### config.mk
export PLATFORM = sky130hd
export DESIGN_NAME = fdbk_core
export DESIGN_NICKNAME = d
export VERILOG_FILES = /design/src/design/fdbk_pkg.sv /design/src/design/fdbk_reg_pkg.sv /design/src/design/fdbk_cfg_if.sv /design/src/design/fdbk_regs.sv /design/src/design/iq_decim.sv /design/src/design/pi_ctrl.sv /design/src/design/ll_prop.sv /design/src/design/fdbk_core.sv
export SDC_FILE = /design/constraint.sdc
export NUM_CORES = 2
export LEC_CHECK = 0
export BUFFER_PORTS_ARGS = -buffer_cell sky130_fd_sc_hd__clkbuf_2
export CAP_MARGIN = 5
export CELL_PAD_IN_SITES_DETAIL_PLACEMENT = 1
export CELL_PAD_IN_SITES_GLOBAL_PLACEMENT = 1
export CORE_MARGIN = 8
export CORE_UTILIZATION = 30
export CTS_CLUSTER_SIZE = 20
export DETAILED_ROUTE_END_ITERATION = 7
export GPL_ROUTABILITY_DRIVEN = 0
export PLACE_DENSITY = 0.55
export SYNTH_ARGS = -nofsm -noshare
export SYNTH_HDL_FRONTEND = slang
export SYNTH_SLANG_ARGS = --single-unit
### constraint.sdc
create_clock -name clk -period 15.5 [get_ports clk]
set_input_delay 4.65 -clock clk [delete_from_list [all_inputs] [get_ports clk]]
set_output_delay 4.65 -clock clk [all_outputs]
set_load 0.05 [all_outputs]
### src/design/fdbk_pkg.sv
// Signal path types for the Cartesian feedback datapath
package fdbk_pkg;

	localparam int iq_w   = 18;  // Sample, setpoint, limit and drive width
	localparam int acc_w  = 22;  // Room for 16 summed samples
	localparam int gain_w = 16;  // Unsigned gain multiplier
	localparam int scale_w = 2;

	// Error is one bit wider than a sample, gain gets a sign bit
	localparam int prod_w = iq_w + gain_w + 2;
	localparam int sum_w  = prod_w + 1;  // Drive plus scaled correction

	typedef logic signed [iq_w-1:0]  iq_sample_t;
	typedef logic signed [acc_w-1:0] iq_acc_t;
	typedef logic [gain_w-1:0]       gain_t;
	typedef logic [scale_w-1:0]      scale_t;  // Coarse extra right shift

	// Saturation bounds of an 18 bit sample
	localparam iq_sample_t iq_max = {1'b0, {(iq_w-1){1'b1}}};
	localparam iq_sample_t iq_min = {1'b1, {(iq_w-1){1'b0}}};

endpackage

### src/design/fdbk_reg_pkg.sv
// Register map of the feedback core
package fdbk_reg_pkg;

	typedef logic [31:0] wb_data_t;   // Wishbone data
	typedef logic [2:0]  reg_addr_t;  // Word address

	// Word addresses
	localparam reg_addr_t addr_ctrl      = 3'd0;
	localparam reg_addr_t addr_set_i     = 3'd1;
	localparam reg_addr_t addr_set_q     = 3'd2;
	localparam reg_addr_t addr_gain_p    = 3'd3;
	localparam reg_addr_t addr_gain_i    = 3'd4;
	localparam reg_addr_t addr_lim_hi    = 3'd5;
	localparam reg_addr_t addr_lim_lo    = 3'd6;
	localparam reg_addr_t addr_chirp_amp = 3'd7;

	// Fields of the control word
	localparam int ctrl_chirp_bit  = 0;
	localparam int ctrl_bypass_bit = 1;
	localparam int ctrl_scale_lsb  = 2;  // Two bits of coarse scale

endpackage

### src/design/fdbk_cfg_if.sv
`timescale 1ns/1ns

// Configuration from the register block to both controllers
interface fdbk_cfg_if import fdbk_pkg::*; ();

	iq_sample_t set_i;      // Setpoints
	iq_sample_t set_q;
	gain_t      gain_p;     // Low latency path
	gain_t      gain_i;     // Integral path
	iq_sample_t lim_hi;     // Drive clamp, both channels
	iq_sample_t lim_lo;
	iq_sample_t chirp_amp;  // Fixed I amplitude in chirp mode
	logic       chirp_en;
	logic       ll_bypass;  // Drop the proportional term
	scale_t     coarse_scale;

	modport regs (
		output set_i, set_q, gain_p, gain_i, lim_hi, lim_lo,
		output chirp_amp, chirp_en, ll_bypass, coarse_scale
	);

	modport integ (
		input set_i, set_q, gain_i, lim_hi, lim_lo
	);

	modport prop (
		input set_i, set_q, gain_p, coarse_scale,
		input chirp_en, chirp_amp, ll_bypass
	);

endinterface

### src/design/fdbk_regs.sv
`timescale 1ns/1ns

// Wishbone classic slave with the eight configuration registers
module fdbk_regs import fdbk_pkg::*, fdbk_reg_pkg::*; (
	input  logic      clk,
	input  logic      reset,
	input  logic      wb_cyc,
	input  logic      wb_stb,
	input  logic      wb_we,
	input  reg_addr_t wb_adr,
	input  wb_data_t  wb_wdata,
	output wb_data_t  wb_rdata,
	output logic      wb_ack,
	fdbk_cfg_if.regs  cfg
);

	iq_sample_t set_i, set_q;
	gain_t      gain_p, gain_i;
	iq_sample_t lim_hi, lim_lo;
	iq_sample_t chirp_amp;
	logic       chirp_en, ll_bypass;
	scale_t     coarse_scale;
	logic       req;  // New request, not yet acknowledged

	// Sign extension of a sample register to bus width
	function automatic wb_data_t sext(input iq_sample_t v);
		return {{($bits(wb_data_t) - iq_w){v[iq_w-1]}}, v};
	endfunction

	// Ack low in the cycle of a request, so a held request is spaced out
	assign req = wb_cyc & wb_stb & ~wb_ack;

	always_ff @(posedge clk) begin
		if (reset) begin
			wb_ack       <= 1'b0;
			set_i        <= '0;
			set_q        <= '0;
			gain_p       <= '0;
			gain_i       <= '0;
			lim_hi       <= '0;
			lim_lo       <= '0;
			chirp_amp    <= '0;
			chirp_en     <= 1'b0;
			ll_bypass    <= 1'b0;
			coarse_scale <= '0;
		end else begin
			wb_ack <= req;  // One cycle pulse
			if (req && wb_we) begin  // Write lands on the ack edge
				case (wb_adr)
					addr_ctrl: begin
						chirp_en     <= wb_wdata[ctrl_chirp_bit];
						ll_bypass    <= wb_wdata[ctrl_bypass_bit];
						coarse_scale <= wb_wdata[ctrl_scale_lsb +: scale_w];
					end
					addr_set_i:     set_i     <= wb_wdata[iq_w-1:0];
					addr_set_q:     set_q     <= wb_wdata[iq_w-1:0];
					addr_gain_p:    gain_p    <= wb_wdata[gain_w-1:0];
					addr_gain_i:    gain_i    <= wb_wdata[gain_w-1:0];
					addr_lim_hi:    lim_hi    <= wb_wdata[iq_w-1:0];
					addr_lim_lo:    lim_lo    <= wb_wdata[iq_w-1:0];
					addr_chirp_amp: chirp_amp <= wb_wdata[iq_w-1:0];
					default: ;
				endcase
			end
		end
	end

	// Read mux, address held by the master through ack
	always_comb begin
		wb_rdata = '0;
		case (wb_adr)
			addr_ctrl: begin
				wb_rdata[ctrl_chirp_bit]               = chirp_en;
				wb_rdata[ctrl_bypass_bit]              = ll_bypass;
				wb_rdata[ctrl_scale_lsb +: scale_w]    = coarse_scale;
			end
			addr_set_i:     wb_rdata = sext(set_i);
			addr_set_q:     wb_rdata = sext(set_q);
			addr_gain_p:    wb_rdata = wb_data_t'(gain_p);  // Zero extended
			addr_gain_i:    wb_rdata = wb_data_t'(gain_i);
			addr_lim_hi:    wb_rdata = sext(lim_hi);
			addr_lim_lo:    wb_rdata = sext(lim_lo);
			addr_chirp_amp: wb_rdata = sext(chirp_amp);
			default: ;
		endcase
	end

	// Controllers see the registers directly
	assign cfg.set_i        = set_i;
	assign cfg.set_q        = set_q;
	assign cfg.gain_p       = gain_p;
	assign cfg.gain_i       = gain_i;
	assign cfg.lim_hi       = lim_hi;
	assign cfg.lim_lo       = lim_lo;
	assign cfg.chirp_amp    = chirp_amp;
	assign cfg.chirp_en     = chirp_en;
	assign cfg.ll_bypass    = ll_bypass;
	assign cfg.coarse_scale = coarse_scale;

endmodule

### src/design/iq_decim.sv
`timescale 1ns/1ns

// Per channel average over 2^decim_log2 I/Q pairs
module iq_decim import fdbk_pkg::*; #(
	parameter int decim_log2 = 2
) (
	input  logic       clk,
	input  logic       reset,
	input  iq_sample_t in_xy,
	input  logic       iq,         // High on I
	output iq_sample_t avg_i,
	output iq_sample_t avg_q,
	output logic       avg_valid   // One cycle strobe
);

	localparam int cnt_w     = (decim_log2 > 0) ? decim_log2 : 1;
	localparam int last_pair = (1 << decim_log2) - 1;

	iq_acc_t          acc_i, acc_q;
	iq_acc_t          sum_q;     // Q sum including the current sample
	logic [cnt_w-1:0] pair_cnt;
	logic             started;   // First I seen since reset
	logic             take_q;
	logic             win_end;   // Last Q of the window is here

	assign sum_q   = acc_q + iq_acc_t'(in_xy);
	assign take_q  = ~iq & started;  // Q before the first I is dropped
	assign win_end = take_q & (pair_cnt == cnt_w'(last_pair));

	always_ff @(posedge clk) begin
		if (reset) begin
			acc_i     <= '0;
			acc_q     <= '0;
			pair_cnt  <= '0;
			started   <= 1'b0;
			avg_valid <= 1'b0;
		end else begin
			avg_valid <= win_end;
			if (iq) begin
				acc_i   <= acc_i + iq_acc_t'(in_xy);
				started <= 1'b1;
			end else if (win_end) begin
				// Restart right away, next I opens the new window
				acc_i    <= '0;
				acc_q    <= '0;
				pair_cnt <= '0;
			end else if (take_q) begin
				acc_q    <= sum_q;
				pair_cnt <= pair_cnt + 1'b1;
			end
		end
	end

	// Averages held until the next window
	always_ff @(posedge clk) begin
		if (win_end) begin
			avg_i <= iq_sample_t'(acc_i >>> decim_log2);
			avg_q <= iq_sample_t'(sum_q >>> decim_log2);
		end
	end

endmodule

### src/design/pi_ctrl.sv
`timescale 1ns/1ns

// Slow integral controller, one update per decimated window
module pi_ctrl import fdbk_pkg::*; #(
	parameter int ki_shift = 12
) (
	input  logic       clk,
	input  logic       reset,
	input  iq_sample_t avg_i,
	input  iq_sample_t avg_q,
	input  logic       avg_valid,
	fdbk_cfg_if.integ  cfg,
	output iq_sample_t drive_i,
	output iq_sample_t drive_q,
	output logic [3:0] cmp_event  // I high, I low, Q high, Q low
);

	iq_sample_t next_i, next_q;
	logic       hi_i, lo_i, hi_q, lo_q;

	// One integrator step with clamp
	// Low clamp first, then the high one, so lim_hi wins on crossed limits
	function automatic iq_sample_t pi_step(
		input  iq_sample_t drive,
		input  iq_sample_t set,
		input  iq_sample_t avg,
		input  gain_t      gain,
		input  iq_sample_t lo,
		input  iq_sample_t hi,
		output logic       hi_evt,
		output logic       lo_evt
	);
		logic signed [iq_w:0]     err;
		logic signed [gain_w:0]   g;
		logic signed [prod_w-1:0] prod;
		logic signed [sum_w-1:0]  sum;
		logic signed [sum_w-1:0]  mid;
		logic                     below;

		err   = set - avg;          // 19 bits, no overflow
		g     = {1'b0, gain};       // Gain as positive signed
		prod  = g * err;
		sum   = drive + (prod >>> ki_shift);
		below = sum < lo;
		mid   = below ? lo : sum;
		hi_evt = mid > hi;
		lo_evt = below & ~hi_evt;   // Only the clamp that set the result
		return hi_evt ? hi : iq_sample_t'(mid);
	endfunction

	always_comb begin
		next_i = pi_step(drive_i, cfg.set_i, avg_i, cfg.gain_i,
			cfg.lim_lo, cfg.lim_hi, hi_i, lo_i);
		next_q = pi_step(drive_q, cfg.set_q, avg_q, cfg.gain_i,
			cfg.lim_lo, cfg.lim_hi, hi_q, lo_q);
	end

	always_ff @(posedge clk) begin
		if (reset) begin
			drive_i   <= '0;
			drive_q   <= '0;
			cmp_event <= '0;
		end else if (avg_valid) begin  // Drive holds between windows
			drive_i   <= next_i;
			drive_q   <= next_q;
			cmp_event <= {hi_i, lo_i, hi_q, lo_q};  // Cleared when no clamp
		end
	end

endmodule

### src/design/ll_prop.sv
`timescale 1ns/1ns

// Low latency proportional path on every raw sample
module ll_prop import fdbk_pkg::*; #(
	parameter int kp_shift = 12
) (
	input  logic       clk,
	input  logic       reset,
	input  iq_sample_t in_xy,
	input  logic       iq,        // High on I
	fdbk_cfg_if.prop   cfg,
	input  iq_sample_t drive_i,
	input  iq_sample_t drive_q,
	output iq_sample_t out_xy     // Channel of the previous input
);

	iq_sample_t               set, drive;
	logic signed [iq_w:0]     err;
	logic signed [gain_w:0]   g;
	logic signed [prod_w-1:0] prod;
	logic signed [sum_w-1:0]  sum;
	iq_sample_t               prop_out;
	iq_sample_t               next_out;

	// Clip to the 18 bit range
	function automatic iq_sample_t sat(input logic signed [sum_w-1:0] v);
		if (v > iq_max)
			return iq_max;
		if (v < iq_min)
			return iq_min;
		return iq_sample_t'(v);
	endfunction

	always_comb begin
		set   = iq ? cfg.set_i : cfg.set_q;  // Channel select
		drive = iq ? drive_i : drive_q;
		err   = set - in_xy;
		g     = {1'b0, cfg.gain_p};
		prod  = g * err;
		// Fine shift from the parameter, coarse one from the register
		sum      = drive + (prod >>> (kp_shift + cfg.coarse_scale));
		prop_out = sat(sum);

		if (cfg.chirp_en)
			next_out = iq ? cfg.chirp_amp : '0;  // Amplitude on I only
		else if (cfg.ll_bypass)
			next_out = drive;                    // Integral drive alone
		else
			next_out = prop_out;
	end

	always_ff @(posedge clk) begin
		if (reset)
			out_xy <= '0;
		else
			out_xy <= next_out;
	end

endmodule

### src/design/fdbk_core.sv
`timescale 1ns/1ns

// Cartesian feedback core for one cavity channel
// Slow path: decimator then integral controller
// Fast path: proportional term on each raw sample, added to the drive
module fdbk_core import fdbk_pkg::*, fdbk_reg_pkg::*; #(
	parameter int decim_log2 = 2,   // Window of 2^decim_log2 pairs
	parameter int ki_shift   = 12,
	parameter int kp_shift   = 12
) (
	input  logic       clk,
	input  logic       reset,
	input  iq_sample_t in_xy,
	input  logic       iq,          // High on the I sample
	output iq_sample_t out_xy,
	output logic [3:0] cmp_event,   // I high, I low, Q high, Q low
	input  logic       wb_cyc,
	input  logic       wb_stb,
	input  logic       wb_we,
	input  reg_addr_t  wb_adr,
	input  wb_data_t   wb_wdata,
	output wb_data_t   wb_rdata,
	output logic       wb_ack
);

	iq_sample_t avg_i, avg_q;     // Window averages
	logic       avg_valid;
	iq_sample_t drive_i, drive_q; // Integral drive, held per window

	fdbk_cfg_if cfg ();

	fdbk_regs regs (
		.clk      (clk),
		.reset    (reset),
		.wb_cyc   (wb_cyc),
		.wb_stb   (wb_stb),
		.wb_we    (wb_we),
		.wb_adr   (wb_adr),
		.wb_wdata (wb_wdata),
		.wb_rdata (wb_rdata),
		.wb_ack   (wb_ack),
		.cfg      (cfg.regs)
	);

	iq_decim #(.decim_log2(decim_log2)) decim (
		.clk       (clk),
		.reset     (reset),
		.in_xy     (in_xy),
		.iq        (iq),
		.avg_i     (avg_i),
		.avg_q     (avg_q),
		.avg_valid (avg_valid)
	);

	pi_ctrl #(.ki_shift(ki_shift)) integ (
		.clk       (clk),
		.reset     (reset),
		.avg_i     (avg_i),
		.avg_q     (avg_q),
		.avg_valid (avg_valid),
		.cfg       (cfg.integ),
		.drive_i   (drive_i),
		.drive_q   (drive_q),
		.cmp_event (cmp_event)
	);

	ll_prop #(.kp_shift(kp_shift)) prop (
		.clk     (clk),
		.reset   (reset),
		.in_xy   (in_xy),
		.iq      (iq),
		.cfg     (cfg.prop),
		.drive_i (drive_i),
		.drive_q (drive_q),
		.out_xy  (out_xy)
	);

endmodule

* Word-level counts from Yosys, hierarchy flattened *
Index checks and enable logic that the tools add are counted.

storage, ports and cells
  register bits = 269
  input bits = 59
  output and inout port bits = 55
  word-level logic and storage cells = 97

cells by class
  add/subtract/negate cells = 10
  multiply operators = 3
  $lt $le $gt $ge = 6
  equality and inequality tests = 8
  shifts and indexed selects = 1
  muxes and demuxes = 24
  bitwise gates (word level) = 10
  reduce and logical (&&, ||, !) cells = 13

operator list
  cell                                                                            count
  18-bit two-way mux                                                              11
  28-bit case mux with 7 select lines                                             1
  17-bit by 19-bit multiplier with 36-bit output                                  3
  22-bit two-way mux                                                              4
  37-bit by 18-bit > comparator with 1-bit output                                 2
  37-bit two-way mux                                                              2
  18-bit by 18-bit subtractor with 19-bit output                                  3
  18-bit by 24-bit adder with 25-bit output                                       2
  25-bit by 18-bit less-than comparator with 1-bit output                         2
  22-bit by 18-bit adder with 22-bit output                                       2
  18-bit by 37-bit adder with 37-bit output                                       1
  37-bit by 18-bit > comparator with 1-bit output, second input constant          1
  37-bit by 18-bit less-than comparator with 1-bit output, second input constant  1
  36-bit by 5-bit >>> shifter with 37-bit output                                  1
  4-bit case mux with 8 select lines                                              1
  2-bit AND reduction                                                             9
  3-bit equality test, second input constant                                      4
  1-bit bitwise AND                                                               6
  3-bit by 2-bit equality test with 1-bit output, second input constant           2
  4-bit by 2-bit adder with 5-bit output, first input constant                    1
  2-bit two-way mux                                                               2
  1-bit NOT                                                                       4
  2-bit nonzero test                                                              2
  3-bit by 1-bit equality test with 1-bit output, second input constant           1
  5 further kinds                                                                 7

* Longest topological paths before layout *
  depth in word-level cells = 12
  depth in mapped cells = 70
  depth with buffers taken out = 66

* By module *
A second synthesis with hierarchy kept.

unflattened totals
  cell total of the unflattened synthesis = 6677
  area, all modules = 56639.3 µm²

modules (own cells, without submodules)
  module     instances  cells each  area each (µm²)  sequential area each (µm²)
  pi_ctrl    1          3659        30986.0          800.8
  ll_prop    1          1854        15549.9          360.3
  fdbk_regs  1          710         5601.6           2542.4
  iq_decim   1          454         4501.8           1961.9

* Worst setup path before layout *
Ideal clock, no wire load.

  path kind = in2reg
  start point = input port iq
  end point = register prop.out_xy[7]
  setup time = 117 ps
  arrival time = 16455 ps
  required time = 15383 ps
  slack = -1071 ps
  stages on the path = 52
  path buffers = 6
  cells stage by stage = clkbuf_1 > buf_1 > clkbuf_1 > clkbuf_1 > o21ai_0 > ha_1 > nor2b_1 > o21ai_1 > a21boi_0 > o21ai_0 > a21boi_1 > o21a_1 > nor2_1 > o211a_1 > nor3_1 > o41ai_1 > clkbuf_1 > nand2_1 > [16 not listed] > or3_1 > a21oi_2 > o31ai_2 > o311ai_0 > o22ai_1 > ha_1 > nand2_1 > o21ai_0 > nor3_1 > o211ai_1 > nand2_1 > mux2i_1 > nor4_1 > nand3_1 > o32ai_4 > buf_6 > o31ai_1 > a22o_1

on the way
  word-level cells in the longest chain between the ends = 12
  elaborated cells on any way between the ends = 17
  those cells by class = add/sub (2); mul (1); order compare (2); shift (1); mux (11)

RTL lines
  what                                                     line             RTL
  from (decl)                                              fdbk_core.sv:14  input logic iq,
  18-bit two-way mux                                       ll_prop.sv:35    set = iq ? cfg.set_i : cfg.set_q;
  18-bit by 18-bit subtractor with 19-bit output           ll_prop.sv:37    err = set - in_xy;
  17-bit by 19-bit multiplier with 36-bit output           ll_prop.sv:39    prod = g * err;
  36-bit by 5-bit >>> shifter with 37-bit output           ll_prop.sv:41    sum = drive + (prod >>> (kp_shift + cfg.coarse_scale));
  18-bit by 37-bit adder with 37-bit output                ll_prop.sv:41
  37-bit by 18-bit less-than comparator with 1-bit output  ll_prop.sv:29    if (v < iq_min)
  1-bit two-way mux (2 in a row)                           ll_prop.sv:29
  18-bit two-way mux                                       ll_prop.sv:31    return iq_sample_t'(v);
  18-bit two-way mux                                       ll_prop.sv:29
  18-bit two-way mux                                       ll_prop.sv:46    else if (cfg.ll_bypass)
  18-bit two-way mux *                                     ll_prop.sv:44    if (cfg.chirp_en)
  to (signal assigned)                                     ll_prop.sv:56    out_xy <= next_out;
  to (decl)                                                ll_prop.sv:14    output iq_sample_t out_xy

Every way passes the cells marked *; elsewhere a longest branch is shown, timed or not. The select of a mux whose other input is x is not followed.
A chain may end at the register's enable or synchronous reset.

* Final worst setup path *
  start point = input port iq
  end point = register prop.out_xy[16]

The elaborated chain is that of the path after synthesis.

==> impl_metrics.toml <==
[clocking]
cts_tree = "built"
htree_num_levels = 2
cts_made_buffers = 34
cts_root_buf = "clkbuf_16"
worst_skew_pair.late_latency_ns = 0.57
cts_buffer_depth = 3
worst_setup_hold_path_clk_slew_ns = 0.06
clock-sinks = 265

[critical_path]
cp_common_cell = "buf_4"
slowest_stage = "fa_2"
required_ns = 15.95
crit_path_start_kind = "input port"
cp_max_fo = 8
critPathKind = "in -> reg"
cp-end-kind = "flip-flop"
rrSetupSlack_ns = 0.74
arrival_ns = 15.95
slowest_delay_ns = 0.59

[placement]
dp_hpwl_um = 162000
post-place-ws_ns = -0.951
placed_cell_area_mm2 = 0.0620
place.port_buffers = 99

[floorplanning]
start_util = 0.301
die_height_um = 447
core_area_mm2 = 0.185
die_width_um = 447
row_count = 158
ios = 114
die-area_mm2 = 0.200

[logic_synthesis]
netlist_instances = 6549
async_reset_ff_frac = 0
ys.flop_type = "dfxtp_1"
synth-edff-count = 36
yosys.cell_types.count = 96
yosysWarnings = 0
synth-seq-cells = 265
syn_avg_cell_area_um2 = 8.52
syn-num-nets = 8057
synth_area_mm2 = 0.0558
seq_area_frac_synth = 0.102

[pwr]
p_total_w = 0.00270
power.leakage_nw = 31.3
ir_worst_vdd_v = 0.0000737
p_sw_frac = 0.384
switchingPower_w = 0.00104
power_frac_seq = 0.280
pwr-share-clk = 0.303
powerDensity_mw_per_mm2 = 41.8
p_comb_frac = 0.417
p_int_w = 0.00167

[grt]
grt.met3_usage = 0.0105
grt_pass1_vias = 51200
grt_overflow = 0
antenna_found_initial = 14
grt.met1_usage = 0.257
grt_use_met2 = 0.353
grt_max_degree = 57
grt_pass1_wl_um = 309000
grt_usage = 0.198
gr-max-usage-layer = "met2"

[timing]
maxSlewViolCount = 0
setup_viol = 0
worst_pin_slew_ns = 1.26
slew_headroom = 0.158
fin_crit_ns = 15.50
finClkSkew_ns = 0.0239
fmax_ghz = 0.0645
holdWs_ns = 0.466
setup_ws_ns = 0.00128
rsz0062_at_grt = "yes"
fin_crit_sh = 1.00
finalHoldViolCount = 0

[finish]
drive_above_1_share = 0.150
layout_commonest_cell = "inv_1"
syn_to_final_growth_pct = 15.9
mostFrequentLayoutCells = "1215 x inv_1, 925 x nand2_1, 897 x fa_1, 516 x ha_1, 486 x buf_4"
multi_input_area_mm2 = 0.0455
seqCellArea_mm2 = 0.00568
nNetsFinal = 8403
fill_cells = 21900
finalInstanceArea_mm2 = 0.0647

[min_path]
hold_path_class = "reg -> reg"

[routing]
viasPerCell = 4.86
ant_nets = 0
num_vias = 45800
wl_per_cell_um = 21.0
first_pass_iters = 5
drt_first_iter_violations = 2034
drcViolationCount = 0
wirelength_um = 198000

[flow_run]
drv_cap = 0

[status]
status = "finished clean"
-- power groups by stage --
stage	logic, W	registers (W)	clock network [W]
after floorplan	0.000588	0.000797	0
after global placement	0.00103	0.000773	0
after detailed placement	0.00104	0.000772	0
after CTS	0.00109	0.000758	0.000839
after global routing	0.00121	0.000760	0.000864
final	0.00113	0.000757	0.000819
-- state kept, by name (all words and copies together), names as in the netlist, 2 cells and up --
name and cells:
decim.acc_i 20, decim.acc_q 20, decim.avg_i 18, decim.avg_q 18, decim.pair_cnt 2, integ.cmp_event 4
integ.drive_i 18, integ.drive_q 18, prop.out_xy 18, regs.cfg.chirp_amp 18, regs.cfg.coarse_scale 2, regs.cfg.gain_i 16
regs.cfg.gain_p 16, regs.cfg.lim_hi 18, regs.cfg.lim_lo 18, regs.cfg.set_i 18, regs.cfg.set_q 18
-- cells by family after synthesis --
group | Yosys count | share of synthesized area
compound gates | 925 | 0.110
flops | 265 | 0.102
simple gates | 1988 | 0.166
buf+inv | 1527 | 0.104
mux | 174 | 0.0370
xor+xnor | 217 | 0.0342
fa+ha+maj | 1453 | 0.448
-- critical path, delay by kind of cell --
kind / cells / cell delay (ns)
AO/OA/AOI/OAI: 14 / 2.52
XOR/XNOR: 1 / 0.15
adder cells (fa/ha/maj): 9 / 4.16
buffers and inverters: 21 / 2.58
AND/OR/NAND/NOR: 11 / 1.86
-- worst paths after layout --
kind / from / end / depth (start not counted)
max: iq / prop.out_xy[16]$_SDFF_PP0_ / 56
min: decim.pair_cnt[1]$_SDFFE_PP0P_ / decim.pair_cnt[1]$_SDFFE_PP0P_ / 2
max reg2reg: decim.avg_q[0]$_DFFE_PP_ / integ.drive_q[4]$_SDFFE_PP0P_ / 63
min reg2reg: decim.pair_cnt[1]$_SDFFE_PP0P_ / decim.pair_cnt[1]$_SDFFE_PP0P_ / 2
-- synthesized netlist by cell type (9+ instances only) --
library cell     n  area [um2]
a22o_1          17         149
and2_1         324        2030
mux2i_1         52         521
nand3b_1         9        67.6
ha_1           540        6760
nand2b_1        56         350
a21boi_0        12        90.1
o22ai_1         10        62.6
nand3_1         83         415
a311oi_1         9        78.8
o211ai_1        30         225
xor2_1          58         508
or3_1           20         125
a211o_1         11        96.3
clkbuf_1       258         968
a21o_1          97         728
a21oi_1        330        1650
o21bai_1        15         113
mux4_2          15         338
nor3_1          60         300
and3_1          46         288
o21ai_1         15        75.1
a31o_2          15         131
buf_2            9        45.0
a221oi_1        12         105
a22oi_1         29         218
buf_1           16        60.1
nor2_1         293        1100
nand2_1        932        3500
a31oi_1         23         144
dfxtp_1        229        4580
edfxtp_1        36        1080
a211oi_1        21         158
mux2_2         107        1200
xnor2_1        158        1380
nor2b_1         97         607
fa_1           909       18200
o21a_1          42         315
inv_1         1223        4590
o21ai_0        130         651
buf_4           15         113
nand4_1         29         181
-- stage by stage --
stage	util	setup TNS [ns]	cells
after floorplan	-	-0.0104	6549
after global placement	0.335	-14.00	9280
after detailed placement	0.335	-16.01	9280
after CTS	0.344	-0.0279	9371
after global routing	0.349	-5.59	9403
final	0.349	0	9407
-- per-layer routing --
metal / vias to the layer above / part of all wire / wire, um
met5: - / 0.00030 / 60
met4: 8 / 0.035 / 6850
met2: 605 / 0.50 / 98100
li1: 21400 / - / -
met3: 226 / 0.022 / 4330
met1: 23600 / 0.45 / 88300
-- timing repair --
item,CTS,global route
hold buffers,0,0
cloned,2,1
setup endpoints to repair,17,58
pin swaps,54,101
gates resized for setup,70,164
buffers inserted,29,29
-- area by class of cell --
type                    count  share of cell area
inverters                1228              0.0713
well taps                2480              0.0480
clock inverters            14             0.00192
clock buffers              47              0.0153
diodes                      7            0.000271
repair buffers            609              0.0713
flip-flops and latches    265              0.0879
multi-input cells        4757               0.704
Power figures use the tool's default switching activity.
